==> src/design/mem_pipe_pkg.sv <==
/* Common widths, memory op encoding, PTE layout and op decode helpers.
   Imported by the memory pipe, its TLB, walker and data memory. */
package mem_pipe_pkg;

  localparam int dword_width_gp       = 64;
  localparam int vaddr_width_gp       = 16;
  localparam int paddr_width_gp       = 14;
  localparam int page_offset_width_gp = 8;
  localparam int vtag_width_gp        = 8;
  localparam int ptag_width_gp        = 6;

  typedef enum logic [3:0] {
    e_lb, e_lbu, e_lh, e_lhu, e_lw, e_lwu, e_ld,
    e_sb, e_sh, e_sw, e_sd,
    e_flw, e_fld, e_fsw, e_fsd
  } mem_op_e;

  // Sv39-style leaf entry, only the low ppn bits are meaningful here
  typedef struct packed {
    logic [53:0] ppn;
    logic [1:0]  rsw;
    logic        d;
    logic        a;
    logic        g;
    logic        u;
    logic        x;
    logic        w;
    logic        r;
    logic        v;
  } pte_s;

  function automatic logic [3:0] op_size_bytes(mem_op_e op);
    case (op)
      e_lb, e_lbu, e_sb:               return 4'd1;
      e_lh, e_lhu, e_sh:               return 4'd2;
      e_lw, e_lwu, e_sw, e_flw, e_fsw: return 4'd4;
      default:                         return 4'd8;
    endcase
  endfunction

  function automatic logic op_is_load(mem_op_e op);
    return op inside {e_lb, e_lbu, e_lh, e_lhu, e_lw, e_lwu, e_ld, e_flw, e_fld};
  endfunction

  function automatic logic op_is_store(mem_op_e op);
    return op inside {e_sb, e_sh, e_sw, e_sd, e_fsw, e_fsd};
  endfunction

  function automatic logic op_is_float(mem_op_e op);
    return op inside {e_flw, e_fld, e_fsw, e_fsd};
  endfunction

endpackage

==> src/design/ptw.sv <==
/* One-level page-table walker. Reads a single PTE through the shared
   memory port and writes it into the data TLB when it is valid. */
`timescale 1ns/1ps

module ptw
  import mem_pipe_pkg::*;
(
  input  logic                      clk_i,
  input  logic                      rst_i,
  input  logic                      miss_v_i,
  input  logic [vtag_width_gp-1:0]  miss_vtag_i,
  input  logic [ptag_width_gp-1:0]  base_ppn_i,
  input  logic [dword_width_gp-1:0] mem_data_i,
  output logic                      busy_o,
  output logic                      mem_v_o,
  output logic [paddr_width_gp-1:0] mem_addr_o,
  output logic                      fill_v_o,
  output logic [vtag_width_gp-1:0]  fill_vtag_o,
  output pte_s                      fill_pte_o
);

  typedef enum logic [1:0] {
    e_idle,
    e_req,
    e_read,
    e_fill
  } state_e;

  state_e                   state_r;
  state_e                   state_n;
  logic [vtag_width_gp-1:0] vtag_r;
  pte_s                     pte_r;

  always_comb begin
    state_n = state_r;
    case (state_r)
      e_idle: begin
        if (miss_v_i) begin
          state_n = e_req;
        end
      end
      e_req:   state_n = e_read;
      e_read:  state_n = e_fill;
      default: state_n = e_idle;
    endcase
  end

  always_ff @(posedge clk_i) begin
    if (rst_i) begin
      state_r <= e_idle;
    end else begin
      state_r <= state_n;
    end
  end

  always_ff @(posedge clk_i) begin
    if ((state_r == e_idle) && miss_v_i) begin
      vtag_r <= miss_vtag_i;
    end
    // Memory answers one cycle after the request
    if (state_r == e_read) begin
      pte_r <= mem_data_i;
    end
  end

  // PTE byte address is base page plus vtag times 8
  assign mem_addr_o = {base_ppn_i, {page_offset_width_gp{1'b0}}}
                    + paddr_width_gp'({vtag_r, 3'b000});

  assign busy_o      = (state_r != e_idle);
  assign mem_v_o     = (state_r == e_req);
  assign fill_v_o    = (state_r == e_fill) && pte_r.v;
  assign fill_vtag_o = vtag_r;
  assign fill_pte_o  = pte_r;

endmodule

==> config.mk <==
export PLATFORM = sky130hd
export DESIGN_NAME = ptw
export DESIGN_NICKNAME = d
export VERILOG_FILES = /design/src/design/mem_pipe_pkg.sv /design/src/design/ptw.sv
export SDC_FILE = /design/constraint.sdc
export NUM_CORES = 1
export LEC_CHECK = 0
export BUFFER_PORTS_ARGS = -buffer_cell sky130_fd_sc_hd__clkbuf_2
export CAP_MARGIN = 10
export CELL_PAD_IN_SITES_DETAIL_PLACEMENT = 0
export CELL_PAD_IN_SITES_GLOBAL_PLACEMENT = 1
export CORE_ASPECT_RATIO = 1.5
export CORE_MARGIN = 1.5
export CORE_UTILIZATION = 32
export CTS_CLUSTER_SIZE = 16
export DETAILED_ROUTE_END_ITERATION = 8
export GPL_TIMING_DRIVEN = 0
export PLACE_DENSITY_LB_ADDON = 0.1
export SYNTH_ARGS = -nofsm -noshare
export SYNTH_HDL_FRONTEND = slang
export SYNTH_SLANG_ARGS = --single-unit
==> constraint.sdc <==
create_clock -name clk_i -period 3.23 [get_ports clk_i]
set_input_delay 0.4845 -clock clk_i [delete_from_list [all_inputs] [get_ports clk_i]]
set_output_delay 0.4845 -clock clk_i [all_outputs]
set_load 0.02 [all_outputs]
==> flow_summary.toml <==
[status]
outcome = "completed"

[sta]
period_share_pct = 73.58
max_freq_ghz = 0.4208
slew_violations = 0
finalCriticalPeriod_ns = 2.377
finalHoldViolCount = 0
slew_headroom_pct = 42.74
skew_ns = 0.004387
worstMarginPinSlew_ns = 0.8590
fin_setup_tns_ns = 0
post-route-worst-setup-slack_ns = 0.8533
finalSetupViolations = 0
rsz0062_at_grt = "false"

[layout]
layout.nets = 383
n_antenna_cell = 0
layout_commonest_cell = "clkbuf_2"
fin_util_pct = 49.56
fin_cells = 401
finalInstanceArea_um2 = 3772
final_layout_size_suffix_gt1_share_pct = 63.88
final_cell_mix = "166 x clkbuf_2, 72 x edfxtp_1, 9 x clkbuf_16"
area_delta_synth_final_pct = 50.37

[power_and_ir_drop]
power_frac_clock_pct = 36.3
p_sw_share_pct = 25.84
power.share.sequential_pct = 46.9
p_sw_mw = 0.6666
combinationalPowerShare_pct = 16.7
p_per_area_nw_per_um2 = 684.0
power.internal_mw = 1.914
vdd_drop_max_uv = 386.6
p_leak_nw = 1.679

[global_route]
grt_use_met1_pct = 11.17
grt_use_met3_pct = 6.335
use_met2_pct = 22.16
grt_usage_pct = 12.70
first_global_vias = 1604
antenna_found_initial = 0
grt_pass1_wl_um = 7438
globalRouteOverflowTotal = 0
grt_start_max_net_pins = 66
grt-busiest-layer = "met2"

[critical_path]
max_stage_delay_ns = 0.41
critPathLaunchType = "flip-flop"
arrival_ns = 1.89
end_kind = "output pin"
crit_buf_inv = 1
crit_path_cell_trace = "ha_1, fa_1, a21o_1, nand2_1, xnor2_1, clkbuf_2"
crit_fanout = 2
slowest_stage = "fa_1"
cp.required_ns = 2.75
cp_top_family = "adder cells"
crit_type = "flip-flop to output pin"

[routing]
wl_um = 5270
drt_iter0_drc = 103
num_vias = 1627
postRouteAntennaNets = 0
drc_errors = 0
drt_pass1_iterations = 4
wl_per_cell_um = 13.14
vias_per_cell = 4.057

[synthesis]
synth_top_area_cell = "edfxtp_1"
synth_cells = 115
ys_seq_area_share_pct = 87.78
yosys.area.top_type_share_pct = 86.18
avgSynthCellArea_um2 = 21.81
ys_dominant_reg_cell = "edfxtp_1"
ys_types = 21
synthArstFlopShare_pct = 0
yosysWarnings = 0
synth_seq_cells = 74
synth_area_um2 = 2509
synth_top_cells_by_area = "edfxtp_1 86%, ha_1 3.5%, buf_4 2.4%"
synth-edff-count = 72

[clocking]
htreeDepth = 3
cts_resized = 0
hold_buffers = 0
clkSinkCount = 74
cts_max_path_buffers = 2
clock_latency_ns = 0.32
cts_setup_buffers = 0
cts_tree = "yes"
cts_buffers = 9
root_buffer = "clkbuf_16"
clkTransAtPathRegs_ns = 0.06

[placed_design]
placed_cells_incl_taps = 385
placedInstanceArea_um2 = 3487
port_buffers = 166
post-place-ws_ns = 0.9681
dpl.hpwl_um = 3992
gp_congestion = 0.7241

[min_path]
worstHoldPathType = "input port to flip-flop"

[die]
ios = 170
die_area_um2 = 8391
core_um2 = 7612
rows = 39
die_w_um = 75.30
start_util_pct = 32.96
die_y_um = 111.4

[run]
max_cap_viol_count = 0
==> logic make-up after synthesis <==
kind of cell	count (synthesis)	share of synthesized area [%]
AO/OA/AOI/OAI	6	1.496
XOR/XNOR	4	1.397
adder cells (fa/ha/maj)	8	4.289
buffers and inverters	11	2.843
flip-flops	74	87.78
other	1	0.1495
AND/OR/NAND/NOR	11	2.045
==> path summary, 6_finish.rpt <==
path                       startpoint                       end  slack, ns  depth (start not counted)
min reg2reg   state_r[0]$_SDFFE_PP0P_   state_r[0]$_SDFFE_PP0P_       0.63                          2
max reg2reg   state_r[0]$_SDFFE_PP0P_  fill_pte_o[39]$_DFFE_PP_       1.63                          2
min                     mem_data_i[1]   fill_pte_o[1]$_DFFE_PP_       0.33                          1
max          fill_vtag_o[5]$_DFFE_PP_            mem_addr_o[12]       0.85                          6
==> power groups by stage <==
stage               sequential [mW]  clock (mW)  combinational [mW]
floorplan                      1.34           0               0.148
global placement               1.24           0               0.434
detailed placement             1.23           0               0.440
CTS                            1.21       0.971               0.441
global route                   1.22        1.00               0.473
finish                         1.21       0.938               0.432
==> metrics by stage <==
step | hold WS (ns) | power [mW]
6_report | 0.3330 | 2.580
5_1_grt | 0.3161 | 2.698
4_1_cts | 0.3190 | 2.625
3_5_place_dp | 0.6239 | 1.672
3_3_place_gp | 0.6325 | 1.670
2_1_floorplan | 0.5536 | 1.492
==> synth_stat cells (all sizes together) (2+ instances only) <==
master,instances
xor2,3
nand2,4
and2,2
nor2,3
buf,8
a21oi,2
inv,3
ha,7
edfxtp,72
dfxtp,2
==> metal layers <==
layer / wire (µm) / vias up
met5: 0 / -
met2: 2927 / 100
met4: 74 / 0
met1: 1689 / 740
met3: 579 / 8
li1: - / 779
==> state kept, by name (all words and copies together), names as in the netlist <==
register and flops:
state_r 2, fill_pte_o 64, fill_vtag_o 8
==> layout make-up <==
type / count / area (µm²)
fillers: 706 / 3840
repair buffers: 166 / 830.8
flip-flops and latches: 74 / 2202
plain buffers: 8 / 60.06
clock buffers: 9 / 225.2
multi-input cells: 32 / 255.2
well taps: 102 / 127.6
inverters: 3 / 11.26
clock inverters: 7 / 60.06
Note: power is estimated with default switching activity, not from simulation.
