===== src/design/mem_pipe_pkg.sv =====
/* Common widths, memory op encoding, PTE layout and op decode helpers.
   Imported by the memory pipe, its TLB, walker and data memory. */
package mem_pipe_pkg;

  localparam int dword_width_gp       = 64;
  localparam int vaddr_width_gp       = 16;
  localparam int paddr_width_gp       = 14;
  localparam int page_offset_width_gp = 8;
  localparam int vtag_width_gp        = 8;
  localparam int ptag_width_gp        = 6;

  typedef enum logic [3:0] {
    e_lb, e_lbu, e_lh, e_lhu, e_lw, e_lwu, e_ld,
    e_sb, e_sh, e_sw, e_sd,
    e_flw, e_fld, e_fsw, e_fsd
  } mem_op_e;

  // Sv39-style leaf entry, only the low ppn bits are meaningful here
  typedef struct packed {
    logic [53:0] ppn;
    logic [1:0]  rsw;
    logic        d;
    logic        a;
    logic        g;
    logic        u;
    logic        x;
    logic        w;
    logic        r;
    logic        v;
  } pte_s;

  function automatic logic [3:0] op_size_bytes(mem_op_e op);
    case (op)
      e_lb, e_lbu, e_sb:               return 4'd1;
      e_lh, e_lhu, e_sh:               return 4'd2;
      e_lw, e_lwu, e_sw, e_flw, e_fsw: return 4'd4;
      default:                         return 4'd8;
    endcase
  endfunction

  function automatic logic op_is_load(mem_op_e op);
    return op inside {e_lb, e_lbu, e_lh, e_lhu, e_lw, e_lwu, e_ld, e_flw, e_fld};
  endfunction

  function automatic logic op_is_store(mem_op_e op);
    return op inside {e_sb, e_sh, e_sw, e_sd, e_fsw, e_fsd};
  endfunction

  function automatic logic op_is_float(mem_op_e op);
    return op inside {e_flw, e_fld, e_fsw, e_fsd};
  endfunction

endpackage


===== src/design/dtlb.sv =====
/* Fully associative data TLB with bare-mode passthrough and fault checks.
   Lookup is combinational, fills come from the page-table walker. */
`timescale 1ns/1ps

module dtlb
  import mem_pipe_pkg::*;
#(
  parameter int tlb_els_p = 4
) (
  input  logic                      clk_i,
  input  logic                      rst_i,
  input  logic                      sfence_i,
  input  logic                      w_v_i,
  input  logic [vtag_width_gp-1:0]  w_vtag_i,
  input  pte_s                      w_pte_i,
  input  logic                      r_v_i,
  input  logic [vaddr_width_gp-1:0] r_vaddr_i,
  input  logic                      r_load_i,
  input  logic                      r_store_i,
  input  logic                      trans_en_i,
  input  logic                      priv_user_i,
  output logic [ptag_width_gp-1:0]  r_ptag_o,
  output logic                      r_miss_o,
  output logic                      r_access_fault_o,
  output logic                      r_page_fault_o
);

  localparam int ptr_width_lp = (tlb_els_p > 1) ? $clog2(tlb_els_p) : 1;

  logic [tlb_els_p-1:0]     v_r;
  logic [vtag_width_gp-1:0] tag_r [tlb_els_p];
  logic [ptag_width_gp-1:0] ppn_r [tlb_els_p];
  logic [tlb_els_p-1:0]     perm_r_r;
  logic [tlb_els_p-1:0]     perm_w_r;
  logic [tlb_els_p-1:0]     perm_u_r;
  logic [ptr_width_lp-1:0]  rr_r;

  logic [vtag_width_gp-1:0] r_vtag;
  logic                     hit;
  logic [ptag_width_gp-1:0] hit_ppn;
  logic                     hit_r;
  logic                     hit_w;
  logic                     hit_u;
  logic                     perm_fail;
  logic                     w_hit;
  logic [ptr_width_lp-1:0]  w_idx;

  assign r_vtag = r_vaddr_i[page_offset_width_gp +: vtag_width_gp];

  always_comb begin
    hit     = 1'b0;
    hit_ppn = '0;
    hit_r   = 1'b0;
    hit_w   = 1'b0;
    hit_u   = 1'b0;
    for (int i = 0; i < tlb_els_p; i++) begin
      if (v_r[i] && (tag_r[i] == r_vtag)) begin
        hit     = 1'b1;
        hit_ppn = ppn_r[i];
        hit_r   = perm_r_r[i];
        hit_w   = perm_w_r[i];
        hit_u   = perm_u_r[i];
      end
    end
  end

  // A refill of a page already present reuses its slot
  always_comb begin
    w_hit = 1'b0;
    w_idx = rr_r;
    for (int i = 0; i < tlb_els_p; i++) begin
      if (v_r[i] && (tag_r[i] == w_vtag_i)) begin
        w_hit = 1'b1;
        w_idx = ptr_width_lp'(i);
      end
    end
  end

  always_ff @(posedge clk_i) begin
    if (rst_i || sfence_i) begin
      v_r  <= '0;
      rr_r <= '0;
    end else if (w_v_i) begin
      v_r[w_idx] <= 1'b1;
      if (!w_hit) begin
        rr_r <= (rr_r == ptr_width_lp'(tlb_els_p - 1)) ? '0 : rr_r + 1'b1;
      end
    end
  end

  always_ff @(posedge clk_i) begin
    if (w_v_i) begin
      tag_r[w_idx]    <= w_vtag_i;
      ppn_r[w_idx]    <= w_pte_i.ppn[ptag_width_gp-1:0];
      perm_r_r[w_idx] <= w_pte_i.r;
      perm_w_r[w_idx] <= w_pte_i.w;
      perm_u_r[w_idx] <= w_pte_i.u;
    end
  end

  assign perm_fail = (r_load_i && !hit_r) || (r_store_i && !hit_w) || (priv_user_i && !hit_u);

  // Bare mode maps the low address bits straight through
  assign r_ptag_o = trans_en_i ? hit_ppn
                               : r_vaddr_i[paddr_width_gp-1:page_offset_width_gp];
  assign r_access_fault_o = r_v_i && !trans_en_i
                          && (|r_vaddr_i[vaddr_width_gp-1:paddr_width_gp]);
  assign r_miss_o         = r_v_i && trans_en_i && !hit;
  assign r_page_fault_o   = r_v_i && trans_en_i && hit && perm_fail;

endmodule


===== config.mk =====
export PLATFORM = sky130hd
export DESIGN_NAME = dtlb
export DESIGN_NICKNAME = d
export VERILOG_FILES = /design/src/design/mem_pipe_pkg.sv /design/src/design/dtlb.sv
export SDC_FILE = /design/constraint.sdc
export NUM_CORES = 1
export LEC_CHECK = 0
export BUFFER_PORTS_ARGS = -buffer_cell sky130_fd_sc_hd__buf_2
export CAP_MARGIN = 30
export CORE_ASPECT_RATIO = 1.25
export CORE_MARGIN = 2
export CORE_UTILIZATION = 45
export CTS_BUF_LIST = sky130_fd_sc_hd__clkbuf_2
export DETAILED_ROUTE_END_ITERATION = 6
export PLACE_DENSITY = 0.75
export SLEW_MARGIN = 20
export SYNTH_ARGS = -nofsm -noshare
export SYNTH_HDL_FRONTEND = slang
export SYNTH_SLANG_ARGS = --single-unit

===== constraint.sdc =====
create_clock -name clk_i -period 4.4 [get_ports clk_i]
set_input_delay 0.44 -clock clk_i [delete_from_list [all_inputs] [get_ports clk_i]]
set_output_delay 0.44 -clock clk_i [all_outputs]
set_load 0.01 [all_outputs]

==> results of run 1 <==
-- placed cells by master, fill, tap and decap left out, types with 8 or more instances in the layout --
| cell | netlist | layout |
|---|---|---|
| edfxtp_1 | 68 | 68 |
| buf_2 | 5 | 42 |
| xnor2_1 | 36 | 36 |
| xor2_1 | 27 | 27 |
| nand3_1 | 13 | 13 |
| nor3_1 | 11 | 11 |
| nand2_1 | 9 | 9 |
| nor2b_1 | 9 | 9 |
| clkbuf_2 | 0 | 9 |
| nand4_1 | 8 | 8 |
| mux2i_1 | 8 | 8 |
| o21ai_0 | 8 | 8 |
-- power by group through the flow --
stage / logic (mW) / registers, mW / clock network, mW
after detailed placement: 0.118 / 0.810 / 0
after global placement: 0.115 / 0.809 / 0
final: 0.118 / 0.794 / 0.429
after global routing: 0.130 / 0.796 / 0.455
after floorplan: 0.0698 / 0.809 / 0
after CTS: 0.119 / 0.794 / 0.430
-- worst max-delay path, stage by stage (launching register included) --
cell      delay (ps)
edfxtp_1         460
xnor2_1          260
nand4_1          160
nor3_1           360
nor2b_1          590
a21oi_2          130
o31a_1           330
o31a_1           290
buf_2            130
-- worst max-delay path by stage --
stage / start / endpoint / slack, ps
after floorplan: w_vtag_i[4] / perm_r_r[2] / 1320
after global placement: r_vaddr_i[10] / r_page_fault_o / 1150
after detailed placement: r_vaddr_i[10] / r_page_fault_o / 1150
after CTS: tag_r[0][1] / r_page_fault_o / 730
after global routing: tag_r[0][2] / r_page_fault_o / 600
final: tag_r[0][1] / r_page_fault_o / 760
-- cell families after synthesis --
group                    after synthesis
AO/OA/AOI/OAI                         34
XOR/XNOR                              64
adder cells (fa/ha/maj)                1
buffers and inverters                 16
flip-flops                            74
multiplexers                           8
AND/OR/NAND/NOR                       72
-- routing by layer --
metal  global-route usage  part of all wire
met1                0.221              0.41
met2                0.307              0.50
met3               0.0381             0.048
met4               0.0968             0.038
met5                    0                 0
-- registers in the layout, summed over array words and instances (netlist names) --
signal / flops
tag_r: 32
ppn_r: 24
perm_r_r: 4
perm_u_r: 4
perm_w_r: 4
v_r: 4
rr_r: 2
-- stage by stage --
stage          instance area [um^2]  setup slack [ps]
5_1_grt                        4000               595
3_3_place_gp                   3860              1150
3_5_place_dp                   3860              1150
4_1_cts                        4000               729
2_1_floorplan                  3590              1320
6_report                       4000               761
-- final cells by class --
class | instances | area (um^2)
clock buffers | 9 | 45.0
fillers | 685 | 3790
flip-flops and latches | 74 | 2160
inverters | 3 | 11.3
clock inverters | 7 | 92.6
multi-input cells | 179 | 1340
well taps | 95 | 119
repair buffers | 45 | 233
==> summary.txt, run 1 <==
Outcome
  • Status: complete, no violations

Timing
  • Final Hold Fails: 0
  • Max Slew Vio Count: 0
  • Total negative slack: 0 ps
  • Relative slew slack: 0.371
  • Tmin final: about 3600 ps
  • Final Skew: between 30 and 40 ps
  • RSZ-0062 raised after global routing: false
  • Worst hold slack: 66.7 ps
  • Final Cycle Share: 0.827
  • Max frequency: 275 MHz
  • Setup-failing EPs final: 0
  • Worst-Margin Slew: around 940 ps

Setup path
  • CP Launch Type: flop
  • R2r endpoint: perm_r_r[0]
  • Reg2reg path depth: 7
  • Reg-to-Reg Start: tag_r[0][4]
  • WS Path Type: reg2out
  • Crit-path max FO: 7
  • Critical path arrival: between 3000 and 4000 ps
  • Reg2reg setup slack: 1620 ps
  • CP Capture Type: output port
  • Crit path required time: around 4000 ps

Clock tree
  • Total CTS buffers: 9
  • Hold Buf Count CTS: 0
  • CTS root buf: clkbuf_2
  • H-tree lvl count: 3
  • Sinks on Clock Net: 74
  • Post-CTS sizing: 0
  • Worst-skew pair later-pin latency: between 500 and 600 ps
  • CTS max path bufs: 2
  • CTS tree: done
  • Clk slew on worst S/H paths: about 220 ps
  • Post-CTS Setup Repair Bufs: 0

Floorplan
  • Die Wd: 83.9 um
  • Die area: 8720 um^2
  • Initial core utilization: 0.461
  • # rows: 36
  • Ports: approximately 110
  • DIE HEIGHT: between 100 and 150 um
  • Core area: ~8000 um^2

Power and ir drop
  • P_int: approximately 1.0 mW
  • Overall Power: about 1.3 mW
  • Worst vdd ir: slightly above 0.2 mV
  • Clock Power Share: 0.320
  • Leakage: between 1 and 1.5 nW
  • Net Sw Power: between 0.3 and 0.4 mW
  • Power density cells: between 300 and 400 nW/um^2
  • Power share of the combinational group: 0.088
  • Switching Fraction: 0.240
  • Seq pwr share: 0.592

Synthesis
  • Post-synth EDFFs: just under 70
  • Syn Std Cell Area: between 3000 and 4000 um^2
  • Synth Area in Adders: 0.00348
  • Unique masters post-synth: roughly 40
  • Mapped Cells: around 270
  • Synth async-reset ratio: 0
  • Post-Synth XOR/XNOR Area: 0.158
  • Top-count cell post-synth: edfxtp_1
  • Largest family of logic cells by synthesized area: XOR/XNOR gates
  • Post-synthesis compound-gate area fraction: 0.0679
  • Top post-synthesis cells by area: edfxtp_1 57%, xnor2_1 8.8%, xor2_1 6.6%
  • Syn Nets: 367
  • Avg Inst Size Synth: 13.4 um^2
  • Top post-synthesis cells by count: 68 x edfxtp_1, 36 x xnor2_1, 27 x xor2_1, 13 x nand3_1, 11 x nor3_1
  • Count of state elements after synthesis: 74
  • Synth warnings: 0
  • Largest area contributor in the netlist: edfxtp_1
  • Multiplexer share of the synthesized area: 0.0223
  • Share of the synthesized area in the top cell type: 0.568
  • Synth Area in Simple Gates: 0.119
  • Primary FF master, synth: edfxtp_1
  • Seq/Total Area, Yosys: 0.602

Worst hold path
  • WHS Endpoint: rr_r[0]
  • Hold path depth: 2
  • Hold path start: rst_i
  • Worst hold path type: in2reg

Cells and area
  • Layout cell share with drive strength beyond 1: 0.215
  • Area grow syn2layout: 11.3%
  • Non-filler cells, final: 412
  • Final core occ: 0.513
  • Nets@finish: approximately 400
  • Antenna diode count: 0

Drt
  • Drt initial violations: about 120
  • Pre-antenna DRT Iters: 4
  • Final ANT Viol Nets: 0
  • DR DRC count: 0
  • Post-Route WL: 7.67 mm
  • DR WL/cell: roughly 19 um
  • Vias: 2249
  • Vias per cell: 5.46

Placement
  • GPL Wtd Cong: 0.900
  • Placed cell count: 396
  • Port-buffer cells: 42
  • DP Wirelength: around 5.4 mm

Global route
  • Gr ovfl total: 0
  • First-pass GRT wire length: 11.9 mm
  • Total GRT Usage: 0.183
  • Initial antenna violation count: 0
  • Number of global-route vias before repair: roughly 2300
  • Largest net degree at the start of global routing: 19

Flow run
  • Max-cap violations: 0
No activity file was read; power rests on OpenSTA's default activity.
==> run 2, diff against run 1 <==
PLACE_DENSITY = 0.78   (was 0.75)
clock period = 3.2 ns   (was 4.4 ns; I/O delays follow)
==> run 2 against run 1 <==
  * Total power grew 30%
  * Setup slack worse by 590 ps
  * Routed wire length grew 0.20%
  * Critical path type unchanged
==> summary.txt, run 2 (synthesized netlist as in run 1, its figures left out) <==
Floorplan
  • # rows: 36 (unchanged)
  • DIE HEIGHT: 104 um (unchanged)
  • Die Wd: 83.9 um (unchanged)
  • Core area: 7790 um^2 (unchanged)
  • Ports: 106 (unchanged)
  • Die area: 8720 um^2 (unchanged)
  • Initial core utilization: 0.461 (unchanged)

Global route
  • Gr ovfl total: 0 (unchanged)
  • Largest net degree at the start of global routing: 16 (was 19)
  • Number of global-route vias before repair: 2271 (was 2275)
  • First-pass GRT wire length: 12.2 mm (was 11.9 mm)
  • Initial antenna violation count: 0 (unchanged)
  • Total GRT Usage: 0.188 (was 0.183)

Setup path
  • CP Launch Type: flop (unchanged)
  • CP Cell Sequence: xor2_2 > nor4_2 > and4_4 > a211o_4 > a21oi_2 > o31a_1 > o31a_1 > buf_2 (was xnor2_1 > nand4_1 > nor3_1 > nor2b_1 > a21oi_2 > o31a_1 > o31a_1 > buf_2)
  • Most used cell, CP: o31a_1 (unchanged)
  • CP Capture Type: output port (unchanged)
  • WS Path Type: reg2out (unchanged)
  • Crit path required time: 2880 ps (was 3960 ps)
  • CP max stage delay: 480 ps (was 590 ps)
  • Slowest-stage cell, CP: edfxtp_1 (was nor2b_1)
  • Crit-path max FO: 5 (was 7)
  • Critical path arrival: 2710 ps (was 3200 ps)

Cells and area
  • Top flop regs: tag_r x32, ppn_r x24 (unchanged)
  • Layout cell share with drive strength beyond 1: 0.246 (was 0.215)
  • Nets@finish: 435 (was 410)
  • Largest register by flop count: tag_r (unchanged)
  • Non-filler cells, final: 437 (was 412)
  • Area grow syn2layout: 17.2% (was 11.3%)
  • Max reg flops: 32 (unchanged)
  • Antenna diode count: 0 (unchanged)
  • Leading cell types in the layout, fill and taps excluded: 68 x edfxtp_1, 42 x buf_2, 36 x xnor2_1, 27 x xor2_1, 15 x buf_4 (was 68 x edfxtp_1, 42 x buf_2, 36 x xnor2_1, 27 x xor2_1, 13 x nand3_1)
  • Most common cell after layout, fill and taps aside: edfxtp_1 (unchanged)

Power and ir drop
  • Worst vdd ir: 0.201 mV (was 0.203 mV)
  • Power density cells: 414 nW/um^2 (was 335 nW/um^2)
  • Switching Fraction: 0.236 (was 0.240)
  • Clock Power Share: 0.275 (was 0.320)
  • Net Sw Power: 0.412 mW (was 0.321 mW)
  • Power share of the combinational group: 0.099 (was 0.088)
  • Leakage: 1.49 nW (was 1.37 nW)
  • P_int: 1.33 mW (was 1.02 mW)
  • Seq pwr share: 0.625 (was 0.592)

Timing
  • Worst-Margin Slew: 427 ps (was 943 ps)
  • Setup-failing EPs final: 0 (unchanged)
  • Final Cycle Share: 0.946
  • Final Hold Fails: 0 (unchanged)
  • Final Skew: 39.2 ps (was 33.9 ps)
  • Worst hold slack: 139 ps (was 66.7 ps)
  • Relative slew slack: 0.712 (was 0.371)
  • Max frequency: 330 MHz
  • Max Slew Vio Count: 0 (unchanged)
  • Tmin final: around 3000 ps

Drt
  • Post-Route WL: 7.69 mm (was 7.67 mm)
  • DR DRC count: 0 (unchanged)
  • Final ANT Viol Nets: 0 (unchanged)
  • DR WL/cell: 17.6 um (was 18.6 um)
  • Drt initial violations: 204 (was 124)
  • Pre-antenna DRT Iters: 4 (unchanged)
  • Vias per cell: 5.26 (was 5.46)
  • Vias: 2298 (was 2249)

Placement
  • Port-buffer cells: 42 (unchanged)
  • DP Wirelength: 5.75 mm (was 5.44 mm)
  • Placed cell count: 404 (was 396)
  • GPL Wtd Cong: 0.892 (was 0.900)

Clock tree
  • Sinks on Clock Net: 74 (unchanged)
  • CTS tree: done (unchanged)
  • Worst-skew pair later-pin latency: 500 ps (was 520 ps)
  • H-tree lvl count: 3 (unchanged)
  • CTS root buf: clkbuf_2 (unchanged)
  • Total CTS buffers: 9 (unchanged)
  • Clk slew on worst S/H paths: 200 ps (was 220 ps)
  • CTS max path bufs: 2 (unchanged)

Flow run
  • Max-cap violations: 0 (unchanged)

Outcome
  • Status: complete, no violations (unchanged)

Worst hold path
  • Worst hold path type: in2reg (unchanged)
[run 2: changes by cell type in the layout (fill, tap and decap cells not counted), sizes merged]
| cell | delta |
|---|---|
| buf | +13 |
| dlygate4sd3 | +12 |
| bufinv | -1 |
| clkbuf | +1 |
| clkinv | +1 |
| inv | -1 |
[run 2: path summary, 6_finish.rpt]
kind	startpoint	slack, ps	depth (start not counted)	endpoint
hold / removal	w_vtag_i[1]	140	1	tag_r[1][1]
setup reg to reg	tag_r[1][1]	650	7	tag_r[1][4]
setup / recovery	tag_r[2][2]	170	8	r_page_fault_o
hold reg to reg	v_r[0]	530	1	v_r[0]
[run 2: per-layer routing]
layer | GRT usage | routed length [um] | vias to the layer above
met5 | 0 | 0 | -
met4 | 0.0737 | 115 | 0
met3 | 0.0373 | 306 | 6
met2 | 0.331 | 4220 | 59
met1 | 0.224 | 3050 | 1096
li1 | - | - | 1137
[run 2: metrics by stage]
stage	util	setup slack [ps]	TNS (ps)	cell area, um^2	power, mW
2_1_floorplan	-	154	0	3590	1.21
3_3_place_gp	0.503	521	0	3920	1.27
3_5_place_dp	0.503	493	0	3920	1.28
4_1_cts	0.535	27.0	0	4170	1.77
5_1_grt	0.540	-3.68	-3.68	4210	1.82
6_report	0.540	172	0	4210	1.74
[run 2: power by group through the flow]
stage / combinational [mW] / clock [mW] / sequential, mW
after detailed placement: 0.162 / 0 / 1.11
after CTS: 0.174 / 0.500 / 1.09
final: 0.173 / 0.480 / 1.09
after floorplan: 0.0960 / 0 / 1.11
after global routing: 0.190 / 0.538 / 1.09
after global placement: 0.160 / 0 / 1.11
[run 2: layout make-up]
| cell class | count | area [um^2] |
|---|---|---|
| repair buffers | 70 | 463 |
| fillers | 666 | 3580 |
| clock inverters | 6 | 58.8 |
| flip-flops and latches | 74 | 2160 |
| clock buffers | 10 | 50.0 |
| inverters | 3 | 11.3 |
| well taps | 95 | 119 |
| multi-input cells | 179 | 1350 |
[run 2: timing repair]
action | 4_1_cts | 5_1_grt
pin swaps | 1 | 2
hold buffers | 12 | 0
resized for setup | 3 | 2
setup buffers | 2 | 3
hold endpoints to repair | 36 | 0
endpoints found under the setup margin | 1 | 2
[run 2: worst max-delay path: cells and delay by family, from the launching register on]
kind            cells  cell delay [ps]
compound gates      4              740
simple gates        2              660
flops               1              480
xor+xnor            1              200
buf+inv             1              140
